--- src/hdl/cu_config.svh ---
`ifndef CU_CONFIG_SVH
`define CU_CONFIG_SVH

//////////////////////////////////////////////////
// Memory line geometry
//////////////////////////////////////////////////

// Width of one cache line in bits
`define CU_LINE_BITS 512

// Bytes per graph element written
`define CU_ELEM_BYTES 4

// Byte address width on the memory side
`define CU_ADDR_BITS 64

//////////////////////////////////////////////////
// Write path sizing
//////////////////////////////////////////////////

// Entries in the command/data buffer
`define CU_BUF_DEPTH 4

// Write credits granted after reset
`define CU_CREDITS 2

`endif

--- src/hdl/mem_cmd_pkg.sv ---
`default_nettype none

package mem_cmd_pkg;

	//////////////////////////////////////////////////
	// Write command fields
	//////////////////////////////////////////////////

	// Write kind sent with each command
	typedef enum logic [1:0] {
		WRITE_NA = 2'd0,
		WRITE_MS = 2'd1
	} cmd_kind_t;

	// Abort behaviour of the memory command
	typedef enum logic [2:0] {
		STRICT = 3'd0,
		ABORT  = 3'd1,
		PAGE   = 3'd2,
		SPEC   = 3'd3,
		PREF   = 3'd4
	} abort_mode_t;

	// Tag carried by each issued command
	typedef logic [7:0] cmd_tag_t;

	// Word position inside a cache line
	typedef logic [3:0] line_slot_t;

	// Config field to abort mode, unknown codes fall back to STRICT
	function automatic abort_mode_t map_abort(input logic [2:0] code);
		abort_mode_t mode;
		case (code)
			3'd1: mode = ABORT;
			3'd2: mode = PAGE;
			3'd3: mode = SPEC;
			3'd4: mode = PREF;
			default: mode = STRICT;
		endcase
		return mode;
	endfunction

endpackage

`default_nettype wire

--- src/hdl/edge_data_pkg.sv ---
`default_nettype none

`include "cu_config.svh"

package edge_data_pkg;

	//////////////////////////////////////////////////
	// Edge data layout
	//////////////////////////////////////////////////

	// Element and line geometry in words
	localparam int ELEM_BITS  = `CU_ELEM_BYTES * 8;
	localparam int LINE_WORDS = `CU_LINE_BITS / ELEM_BITS;

	// Id of the compute unit behind a request
	typedef logic [7:0] cu_id_t;

	// One line, flat toward memory or split in element words
	typedef union packed {
		logic [`CU_LINE_BITS-1:0]               flat;
		logic [LINE_WORDS-1:0][ELEM_BITS-1:0]   words;
	} data_line_t;

	// Reverse byte order of one element
	function automatic logic [ELEM_BITS-1:0] swap_elem(input logic [ELEM_BITS-1:0] d);
		logic [ELEM_BITS-1:0] r;
		for (int b = 0; b < `CU_ELEM_BYTES; b++) begin
			r[b*8 +: 8] = d[(`CU_ELEM_BYTES-1-b)*8 +: 8];
		end
		return r;
	endfunction

endpackage

`default_nettype wire

--- src/hdl/edge_data_write_control.sv ---
`timescale 1ns/100ps
`default_nettype none

`include "cu_config.svh"

module edge_data_write_control
	import mem_cmd_pkg::*, edge_data_pkg::*;
(
	input  logic                     clock,
	input  logic                     rstn,
	input  logic                     enable,
	input  logic [63:0]              cfg_word,
	input  logic [`CU_ADDR_BITS-1:0] base_address,
	input  logic                     wr_strobe,
	input  logic [31:0]              wr_index,
	input  logic [31:0]              wr_data,
	input  cu_id_t                   wr_cu_id,
	output logic                     push,
	output cmd_kind_t                cmd_kind,
	output abort_mode_t              abort,
	output logic [`CU_ADDR_BITS-1:0] address,
	output line_slot_t               slot,
	output cu_id_t                   cu_id,
	output data_line_t               line
);

	localparam int ADDR_W = `CU_ADDR_BITS;
	localparam int SLOT_W = $bits(line_slot_t);

	logic                     enabled;
	logic [63:0]              cfg_latched;

	// First stage, the decoded request
	logic                     s1_valid;
	cmd_kind_t                s1_kind;
	abort_mode_t              s1_abort;
	logic [`CU_ADDR_BITS-1:0] s1_address;
	line_slot_t               s1_slot;
	cu_id_t                   s1_cu_id;
	data_line_t               s1_line;

	line_slot_t               req_slot;
	data_line_t               req_line;

	//////////////////////////////////////////////////
	// Enable and configuration
	//////////////////////////////////////////////////

	always_ff @(posedge clock or negedge rstn) begin
		if (!rstn) begin
			enabled     <= 1'b0;
			cfg_latched <= '0;
		end else begin
			enabled <= enable;
			// Zero word keeps the old settings
			if (enabled && (|cfg_word))
				cfg_latched <= cfg_word;
		end
	end

	//////////////////////////////////////////////////
	// Line build
	//////////////////////////////////////////////////

	assign req_slot = wr_index[SLOT_W-1:0];

	always_comb begin
		req_line.flat            = '0;
		// Single element per line, swapped into its slot
		req_line.words[req_slot] = swap_elem(wr_data);
	end

	//////////////////////////////////////////////////
	// Request stage
	//////////////////////////////////////////////////

	always_ff @(posedge clock or negedge rstn) begin
		if (!rstn)
			s1_valid <= 1'b0;
		else
			s1_valid <= wr_strobe && enabled;
	end

	always_ff @(posedge clock) begin
		if (wr_strobe && enabled) begin
			s1_kind    <= cfg_latched[19] ? WRITE_MS : WRITE_NA;
			s1_abort   <= map_abort(cfg_latched[17:15]);
			// Index scaled to a byte offset
			s1_address <= base_address + (ADDR_W'(wr_index) << $clog2(`CU_ELEM_BYTES));
			s1_slot    <= req_slot;
			s1_cu_id   <= wr_cu_id;
			s1_line    <= req_line;
		end
	end

	//////////////////////////////////////////////////
	// Output stage toward the buffer
	//////////////////////////////////////////////////

	always_ff @(posedge clock or negedge rstn) begin
		if (!rstn)
			push <= 1'b0;
		else
			push <= s1_valid;
	end

	always_ff @(posedge clock) begin
		if (s1_valid) begin
			cmd_kind <= s1_kind;
			abort    <= s1_abort;
			address  <= s1_address;
			slot     <= s1_slot;
			cu_id    <= s1_cu_id;
			line     <= s1_line;
		end
	end

endmodule

`default_nettype wire

--- src/hdl/write_command_buffer.sv ---
`timescale 1ns/100ps
`default_nettype none

`include "cu_config.svh"

module write_command_buffer
	import mem_cmd_pkg::*, edge_data_pkg::*;
(
	input  logic                     clock,
	input  logic                     rstn,
	input  logic                     push,
	input  cmd_kind_t                cmd_kind,
	input  abort_mode_t              abort,
	input  logic [`CU_ADDR_BITS-1:0] address,
	input  line_slot_t               slot,
	input  cu_id_t                   cu_id,
	input  data_line_t               line,
	input  logic                     pop,
	output logic                     full,
	output logic                     empty,
	output cmd_kind_t                head_kind,
	output abort_mode_t              head_abort,
	output logic [`CU_ADDR_BITS-1:0] head_address,
	output line_slot_t               head_slot,
	output cu_id_t                   head_cu_id,
	output data_line_t               head_line
);

	localparam int DEPTH = `CU_BUF_DEPTH;
	localparam int PTR_W = $clog2(DEPTH);
	localparam int CNT_W = $clog2(DEPTH + 1);

	// Entry storage
	cmd_kind_t                mem_kind    [DEPTH];
	abort_mode_t              mem_abort   [DEPTH];
	logic [`CU_ADDR_BITS-1:0] mem_address [DEPTH];
	line_slot_t               mem_slot    [DEPTH];
	cu_id_t                   mem_cu_id   [DEPTH];
	data_line_t               mem_line    [DEPTH];

	logic [PTR_W-1:0]         wr_ptr;
	logic [PTR_W-1:0]         rd_ptr;
	logic [CNT_W-1:0]         count;

	//////////////////////////////////////////////////
	// Pointers and occupancy
	//////////////////////////////////////////////////

	always_ff @(posedge clock or negedge rstn) begin
		if (!rstn) begin
			wr_ptr <= '0;
			rd_ptr <= '0;
			count  <= '0;
		end else begin
			if (push)
				wr_ptr <= (wr_ptr == PTR_W'(DEPTH - 1)) ? '0 : wr_ptr + 1'b1;
			if (pop)
				rd_ptr <= (rd_ptr == PTR_W'(DEPTH - 1)) ? '0 : rd_ptr + 1'b1;
			// Simultaneous push and pop leave count alone
			case ({push, pop})
				2'b10: count <= count + 1'b1;
				2'b01: count <= count - 1'b1;
				default: count <= count;
			endcase
		end
	end

	assign full  = (count == CNT_W'(DEPTH));
	assign empty = (count == '0);

	//////////////////////////////////////////////////
	// Storage write and head read
	//////////////////////////////////////////////////

	always_ff @(posedge clock) begin
		if (push) begin
			mem_kind[wr_ptr]    <= cmd_kind;
			mem_abort[wr_ptr]   <= abort;
			mem_address[wr_ptr] <= address;
			mem_slot[wr_ptr]    <= slot;
			mem_cu_id[wr_ptr]   <= cu_id;
			mem_line[wr_ptr]    <= line;
		end
	end

	assign head_kind    = mem_kind[rd_ptr];
	assign head_abort   = mem_abort[rd_ptr];
	assign head_address = mem_address[rd_ptr];
	assign head_slot    = mem_slot[rd_ptr];
	assign head_cu_id   = mem_cu_id[rd_ptr];
	assign head_line    = mem_line[rd_ptr];

	// Overflow and underflow guards
	a_no_push_full: assert property (
		@(posedge clock) disable iff (!rstn) push |-> !full
	) else $error("push into full buffer");

	a_no_pop_empty: assert property (
		@(posedge clock) disable iff (!rstn) pop |-> !empty
	) else $error("pop from empty buffer");

endmodule

`default_nettype wire

--- src/hdl/write_issue_engine.sv ---
`timescale 1ns/100ps
`default_nettype none

`include "cu_config.svh"

module write_issue_engine
	import mem_cmd_pkg::*, edge_data_pkg::*;
(
	input  logic                     clock,
	input  logic                     rstn,
	input  logic                     empty,
	input  cmd_kind_t                head_kind,
	input  abort_mode_t              head_abort,
	input  logic [`CU_ADDR_BITS-1:0] head_address,
	input  line_slot_t               head_slot,
	input  cu_id_t                   head_cu_id,
	input  data_line_t               head_line,
	input  logic                     credit_return,
	output logic                     pop,
	output logic                     mem_valid,
	output cmd_kind_t                mem_kind,
	output abort_mode_t              mem_abort,
	output logic [`CU_ADDR_BITS-1:0] mem_address,
	output cmd_tag_t                 mem_tag,
	output line_slot_t               mem_slot,
	output cu_id_t                   mem_cu_id,
	output logic [`CU_LINE_BITS-1:0] mem_line
);

	localparam int CRD_W = $clog2(`CU_CREDITS + 1);

	logic [CRD_W-1:0] credits;
	cmd_tag_t         next_tag;

	//////////////////////////////////////////////////
	// Issue decision
	//////////////////////////////////////////////////

	// Head leaves as soon as a credit is free
	assign pop = (credits != '0) && !empty;

	//////////////////////////////////////////////////
	// Credit and tag counters
	//////////////////////////////////////////////////

	always_ff @(posedge clock or negedge rstn) begin
		if (!rstn) begin
			credits  <= CRD_W'(`CU_CREDITS);
			next_tag <= '0;
		end else begin
			// Spend on issue, refill on return
			case ({pop, credit_return})
				2'b10: credits <= credits - 1'b1;
				2'b01: credits <= credits + 1'b1;
				default: credits <= credits;
			endcase
			if (pop)
				next_tag <= next_tag + 1'b1;
		end
	end

	//////////////////////////////////////////////////
	// Registered memory command
	//////////////////////////////////////////////////

	always_ff @(posedge clock or negedge rstn) begin
		if (!rstn)
			mem_valid <= 1'b0;
		else
			mem_valid <= pop;
	end

	always_ff @(posedge clock) begin
		if (pop) begin
			mem_kind    <= head_kind;
			mem_abort   <= head_abort;
			mem_address <= head_address;
			mem_tag     <= next_tag;
			mem_slot    <= head_slot;
			mem_cu_id   <= head_cu_id;
			// Flat view toward memory
			mem_line    <= head_line.flat;
		end
	end

	// More returns than issues would push this over
	a_credit_bound: assert property (
		@(posedge clock) disable iff (!rstn) credits <= CRD_W'(`CU_CREDITS)
	) else $error("credit count above limit");

endmodule

`default_nettype wire

--- src/hdl/edge_write_top.sv ---
`timescale 1ns/100ps
`default_nettype none

`include "cu_config.svh"

module edge_write_top
	import mem_cmd_pkg::*, edge_data_pkg::*;
(
	input  logic                     clock,
	input  logic                     rstn,
	input  logic                     enable,
	input  logic [63:0]              cfg_word,
	input  logic [`CU_ADDR_BITS-1:0] base_address,
	input  logic                     wr_strobe,
	input  logic [31:0]              wr_index,
	input  logic [31:0]              wr_data,
	input  cu_id_t                   wr_cu_id,
	input  logic                     credit_return,
	output logic                     buf_full,
	output logic                     mem_valid,
	output cmd_kind_t                mem_kind,
	output abort_mode_t              mem_abort,
	output logic [`CU_ADDR_BITS-1:0] mem_address,
	output cmd_tag_t                 mem_tag,
	output line_slot_t               mem_slot,
	output cu_id_t                   mem_cu_id,
	output logic [`CU_LINE_BITS-1:0] mem_line
);

	// Producer to buffer
	logic                     push;
	cmd_kind_t                cmd_kind;
	abort_mode_t              abort;
	logic [`CU_ADDR_BITS-1:0] address;
	line_slot_t               slot;
	cu_id_t                   cu_id;
	data_line_t               line;

	// Buffer to consumer
	logic                     pop;
	logic                     empty;
	cmd_kind_t                head_kind;
	abort_mode_t              head_abort;
	logic [`CU_ADDR_BITS-1:0] head_address;
	line_slot_t               head_slot;
	cu_id_t                   head_cu_id;
	data_line_t               head_line;

	//////////////////////////////////////////////////
	// Write path
	//////////////////////////////////////////////////

	edge_data_write_control ctrl_i (
		.clock(clock), .rstn(rstn), .enable(enable), .cfg_word(cfg_word),
		.base_address(base_address), .wr_strobe(wr_strobe), .wr_index(wr_index),
		.wr_data(wr_data), .wr_cu_id(wr_cu_id), .push(push), .cmd_kind(cmd_kind),
		.abort(abort), .address(address), .slot(slot), .cu_id(cu_id), .line(line)
	);

	write_command_buffer buf_i (
		.clock(clock), .rstn(rstn), .push(push), .cmd_kind(cmd_kind), .abort(abort),
		.address(address), .slot(slot), .cu_id(cu_id), .line(line), .pop(pop),
		.full(buf_full), .empty(empty), .head_kind(head_kind), .head_abort(head_abort),
		.head_address(head_address), .head_slot(head_slot), .head_cu_id(head_cu_id),
		.head_line(head_line)
	);

	write_issue_engine issue_i (
		.clock(clock), .rstn(rstn), .empty(empty), .head_kind(head_kind),
		.head_abort(head_abort), .head_address(head_address), .head_slot(head_slot),
		.head_cu_id(head_cu_id), .head_line(head_line), .credit_return(credit_return),
		.pop(pop), .mem_valid(mem_valid), .mem_kind(mem_kind), .mem_abort(mem_abort),
		.mem_address(mem_address), .mem_tag(mem_tag), .mem_slot(mem_slot),
		.mem_cu_id(mem_cu_id), .mem_line(mem_line)
	);

	// Requester holds off while the buffer is full
	a_no_strobe_full: assert property (
		@(posedge clock) disable iff (!rstn) wr_strobe |-> !buf_full
	) else $error("write strobe while buffer full");

endmodule

`default_nettype wire

--- config.mk ---
export PLATFORM = sky130hd
export DESIGN_NAME = edge_write_top
export DESIGN_NICKNAME = d
export VERILOG_FILES = /design/src/hdl/mem_cmd_pkg.sv /design/src/hdl/edge_data_pkg.sv /design/src/hdl/edge_data_write_control.sv /design/src/hdl/write_command_buffer.sv /design/src/hdl/write_issue_engine.sv /design/src/hdl/edge_write_top.sv
export VERILOG_INCLUDE_DIRS = /design/src /design/src/hdl
export SDC_FILE = /design/constraint.sdc
export NUM_CORES = 2
export LEC_CHECK = 0
export ABC_AREA = 1
export BUFFER_PORTS_ARGS = -buffer_cell sky130_fd_sc_hd__buf_2
export CORE_ASPECT_RATIO = 2
export CORE_MARGIN = 4
export CORE_UTILIZATION = 50
export DETAILED_ROUTE_END_ITERATION = 8
export GPL_TIMING_DRIVEN = 1
export PLACE_DENSITY_LB_ADDON = 0.1
export SYNTH_ARGS = -nofsm -noshare
export SYNTH_HDL_FRONTEND = slang
export SYNTH_HIERARCHICAL = 1
export SYNTH_SLANG_ARGS = --single-unit
--- constraint.sdc ---
create_clock -name clock -period 17.9 [get_ports clock]
set_input_delay 0 -clock clock [delete_from_list [all_inputs] [get_ports clock]]
set_output_delay 0 -clock clock [all_outputs]
set_load 0.01 [all_outputs]
==> flow_summary.json <==
{
  "grt_pass1_vias": 83740,
  "comb_power_share_pct": 21.9,
  "post-dp-hpwl_um": 239500,
  "seqPwrFrac_pct": 49.2,
  "row_count": 288,
  "antenna_found_initial": 34,
  "vias": 85260,
  "fmax_ghz": 0.1821,
  "final.setup.worst_slack_ps": 12410,
  "clock_skew_ps": 28.95,
  "grt_max_degree": 253,
  "cts_tree": "yes",
  "synth-main-ff-cell": "edfxtp_1",
  "critPathLaunchType": "flip-flop",
  "hold_viol_final": 0,
  "fin_util_pct": 57.45,
  "crit_chain": "inv_8 > buf_4 > buf_4 > buf_4 > buf_4 > nand2_1 > o211ai_1 > nand2_1",
  "die_h_um": 795.0,
  "synthToLayoutAreaGrowth_pct": 14.32,
  "final_antenna_net_count": 0,
  "min_period_ps": 5491,
  "p_int_w": 0.01868,
  "die_area_um2": 319200,
  "postCtsSetupRepairBufs": 0,
  "cts-resized-gates": 0,
  "layout-drive-gt1-share_pct": 13.36,
  "clkPwrFrac_pct": 28.9,
  "syn_nets": 10650,
  "relSlewSlack_pct": 17.36,
  "crit_required_ps": 18540,
  "finalMaxSlewViolations": 0,
  "yosysWarningCount": 6,
  "maxCapViolations": 0,
  "syn_avg_cell_area_um2": 14.88,
  "dp_slack_ps": 12520,
  "overflow": 0,
  "avgViaCountPerCell": 5.389,
  "io_buffers": 807,
  "dp.cells": 14940,
  "cpMostUsedCell": "buf_4",
  "cts_buffers": 361,
  "gp_congestion": 0.9213,
  "synth.distinct_cells": 43,
  "power.density_nw_per_um2": 154.6,
  "end_kind": "flip-flop",
  "grt_use_total_pct": 25.20,
  "synth_seq_area_share_pct": 81.03,
  "cts_buffer_depth": 4,
  "io_pins": 808,
  "core-area_um2": 308100,
  "root_buffer": "clkbuf_16",
  "status": "completed",
  "fin_crit_sh_pct": 30.68,
  "wire_per_inst_um": 25.96,
  "ir_drop_v": 0.0001441,
  "critPathMaxStageDelay_ps": 930,
  "wl_um": 410800,
  "p_leak_nw": 67.11,
  "dieWidth_um": 401.5,
  "clk_pin_slew_ps": 70,
  "rsz0062_at_grt": "no",
  "synth_edf_count": 4157,
  "switching_share_pct": 31.76,
  "layout.nets": 11710,
  "cp.arrival_ps": 6130,
  "fin_cells": 15820,
  "drtIter0Drc": 7019,
  "drc": 0,
  "h-tree-depth": 5,
  "min_path_type": "input pin to flip-flop",
  "async_flop_share_pct": 0.5978,
  "start_util_pct": 50.25,
  "switching_power_w": 0.008693,
  "hold_slack_ps": 105.7,
  "setup-violations-final": 0,
  "finalSetupTns_ps": 0,
  "worst_pin_slew_ps": 1240,
  "worstSkewPairLatency_ps": 910,
  "ys_ff_latch": 4182,
  "worstSetupPathType": "flip-flop to flip-flop",
  "ctsHoldBuffers": 218,
  "synth_cells": 10410,
  "grt_pass1_wl_um": 585700,
  "cts_sinks": 4182,
  "critPathMaxFanout": 179,
  "first_pass_iters": 5,
  "syn-cell-area_um2": 154800,
  "crit_slowest_cell": "buf_4"
}
[cells in the final DEF, fill, tap and decap left out, drive strengths merged, types with 2 or more instances in the layout]
cell / synthesis / layout
or2: 2 / 2
ha: 40 / 40
dfrtp: 24 / 24
nand4: 23 / 23
nand3b: 3 / 3
nor3: 20 / 20
fa: 2 / 2
o21bai: 8 / 8
clkinvlp: 0 / 15
buf: 362 / 955
o211ai: 1186 / 1186
a21oi: 24 / 24
clkbuf: 115 / 434
o21ai: 16 / 16
bufinv: 0 / 44
nand3: 69 / 69
nor4: 3 / 3
diode: 0 / 19
xor2: 28 / 28
xnor2: 8 / 8
nor2: 646 / 646
nand2: 2222 / 2222
inv: 1441 / 1452
edfxtp: 4157 / 4157
clkinv: 0 / 138
dlygate4sd3: 0 / 217
[Yosys cell counts (2+ instances only)]
master,count,area (µm²)
edfxtp_1,4157,124800
nand2_1,2207,8284
inv_1,1429,5364
o211ai_1,1186,8904
nor2_1,627,2354
buf_2,351,1757
clkbuf_1,115,431.7
nand3_1,63,315.3
ha_1,40,500.5
xor2_1,28,245.2
dfrtp_1,24,600.6
a21oi_1,23,115.1
nand4_1,23,143.9
nor2_2,17,106.4
nand2_2,15,93.84
inv_2,12,45.04
nor3_1,12,60.06
o21ai_0,10,50.05
buf_4,8,60.06
o21bai_1,7,52.55
nand3_2,6,60.06
nor3_2,6,60.06
o21ai_1,6,30.03
xnor2_1,6,52.55
buf_6,3,33.78
nand3b_1,3,22.52
fa_1,2,40.04
nor2_4,2,22.52
nor3_4,2,32.53
nor4_1,2,12.51
xnor2_2,2,32.53
[final cells by class]
cell class / count / area (µm²)
fill: 23850 / 131100
sequential: 4182 / 125500
multi-input combinational: 4306 / 21680
clock buffer: 434 / 9413
timing repair buffer: 1172 / 7517
inverter: 1441 / 5461
tap: 4060 / 5080
clock inverter: 208 / 2325
antenna: 19 / 47.55
[worst max-delay path, delay by kind of cell, from the launching register on]
family	cells	cell delay [ps]
AO/OA/AOI/OAI	1	130
buffers and inverters	5	4000
flip-flops	1	460
AND/OR/NAND/NOR	2	220
[power by group through the flow]
stage	clock network [W]	registers, W	logic (W)
floorplan	0	0.0140	0.00317
global placement	0	0.0137	0.00597
global route	0.00846	0.0135	0.00659
finish	0.00790	0.0135	0.00600
CTS	0.00807	0.0135	0.00614
detailed placement	0	0.0137	0.00608
[cell families after synthesis]
group                    synth area share (%)
flip-flops                              81.03
AND/OR/NAND/NOR                         7.504
buffers and inverters                   4.968
AO/OA/AOI/OAI                           5.933
adder cells (fa/ha/maj)                0.3491
XOR/XNOR                               0.2133
other                                0.002422
[path summary, 6_finish.rpt]
path	startpoint	end	slack [ps]	cells after the start
setup / recovery	buf_i/rd_ptr[0]	issue_i/mem_line[426]	12410	8
hold / removal	base_address[12]	ctrl_i/s1_address[13]	110	9
setup reg to reg	buf_i/rd_ptr[0]	issue_i/mem_line[426]	12410	8
hold reg to reg	ctrl_i/s1_slot[2]	ctrl_i/slot[2]	390	0
max in group asynchronous	rstn	ctrl_i/s1_valid	17440	4
min in group asynchronous	rstn	issue_i/credits[1]	160	3
[per-stage QoR]
step / instance area [µm²] / power, W
final: 177000 / 0.02737
after global placement: 163000 / 0.01963
after floorplan: 154800 / 0.01722
after global routing: 177000 / 0.02859
after detailed placement: 163000 / 0.01974
after CTS: 176900 / 0.02769
[state kept, by name, indices dropped and copies added, names as in the netlist, 12 cells and up]
signal / flops
ctrl_i/line: 512
buf_i/mem_abort: 12
ctrl_i/s1_line: 512
buf_i/mem_slot: 16
ctrl_i/s1_address: 64
issue_i/mem_line: 512
buf_i/mem_address: 256
ctrl_i/address: 64
issue_i/mem_address: 64
buf_i/mem_cu_id: 32
buf_i/mem_line: 2048
[per-layer routing]
metal | GRT usage, % | vias to the layer above | part of all wire [%]
met1 | 33.28 | 43150 | 40
met2 | 42.74 | 2792 | 49
met3 | 5.022 | 526 | 7.4
met5 | 0 | - | 0.0068
li1 | - | 38790 | -
met4 | 7.124 | 4 | 2.9
(Power assumes the default switching activity.)
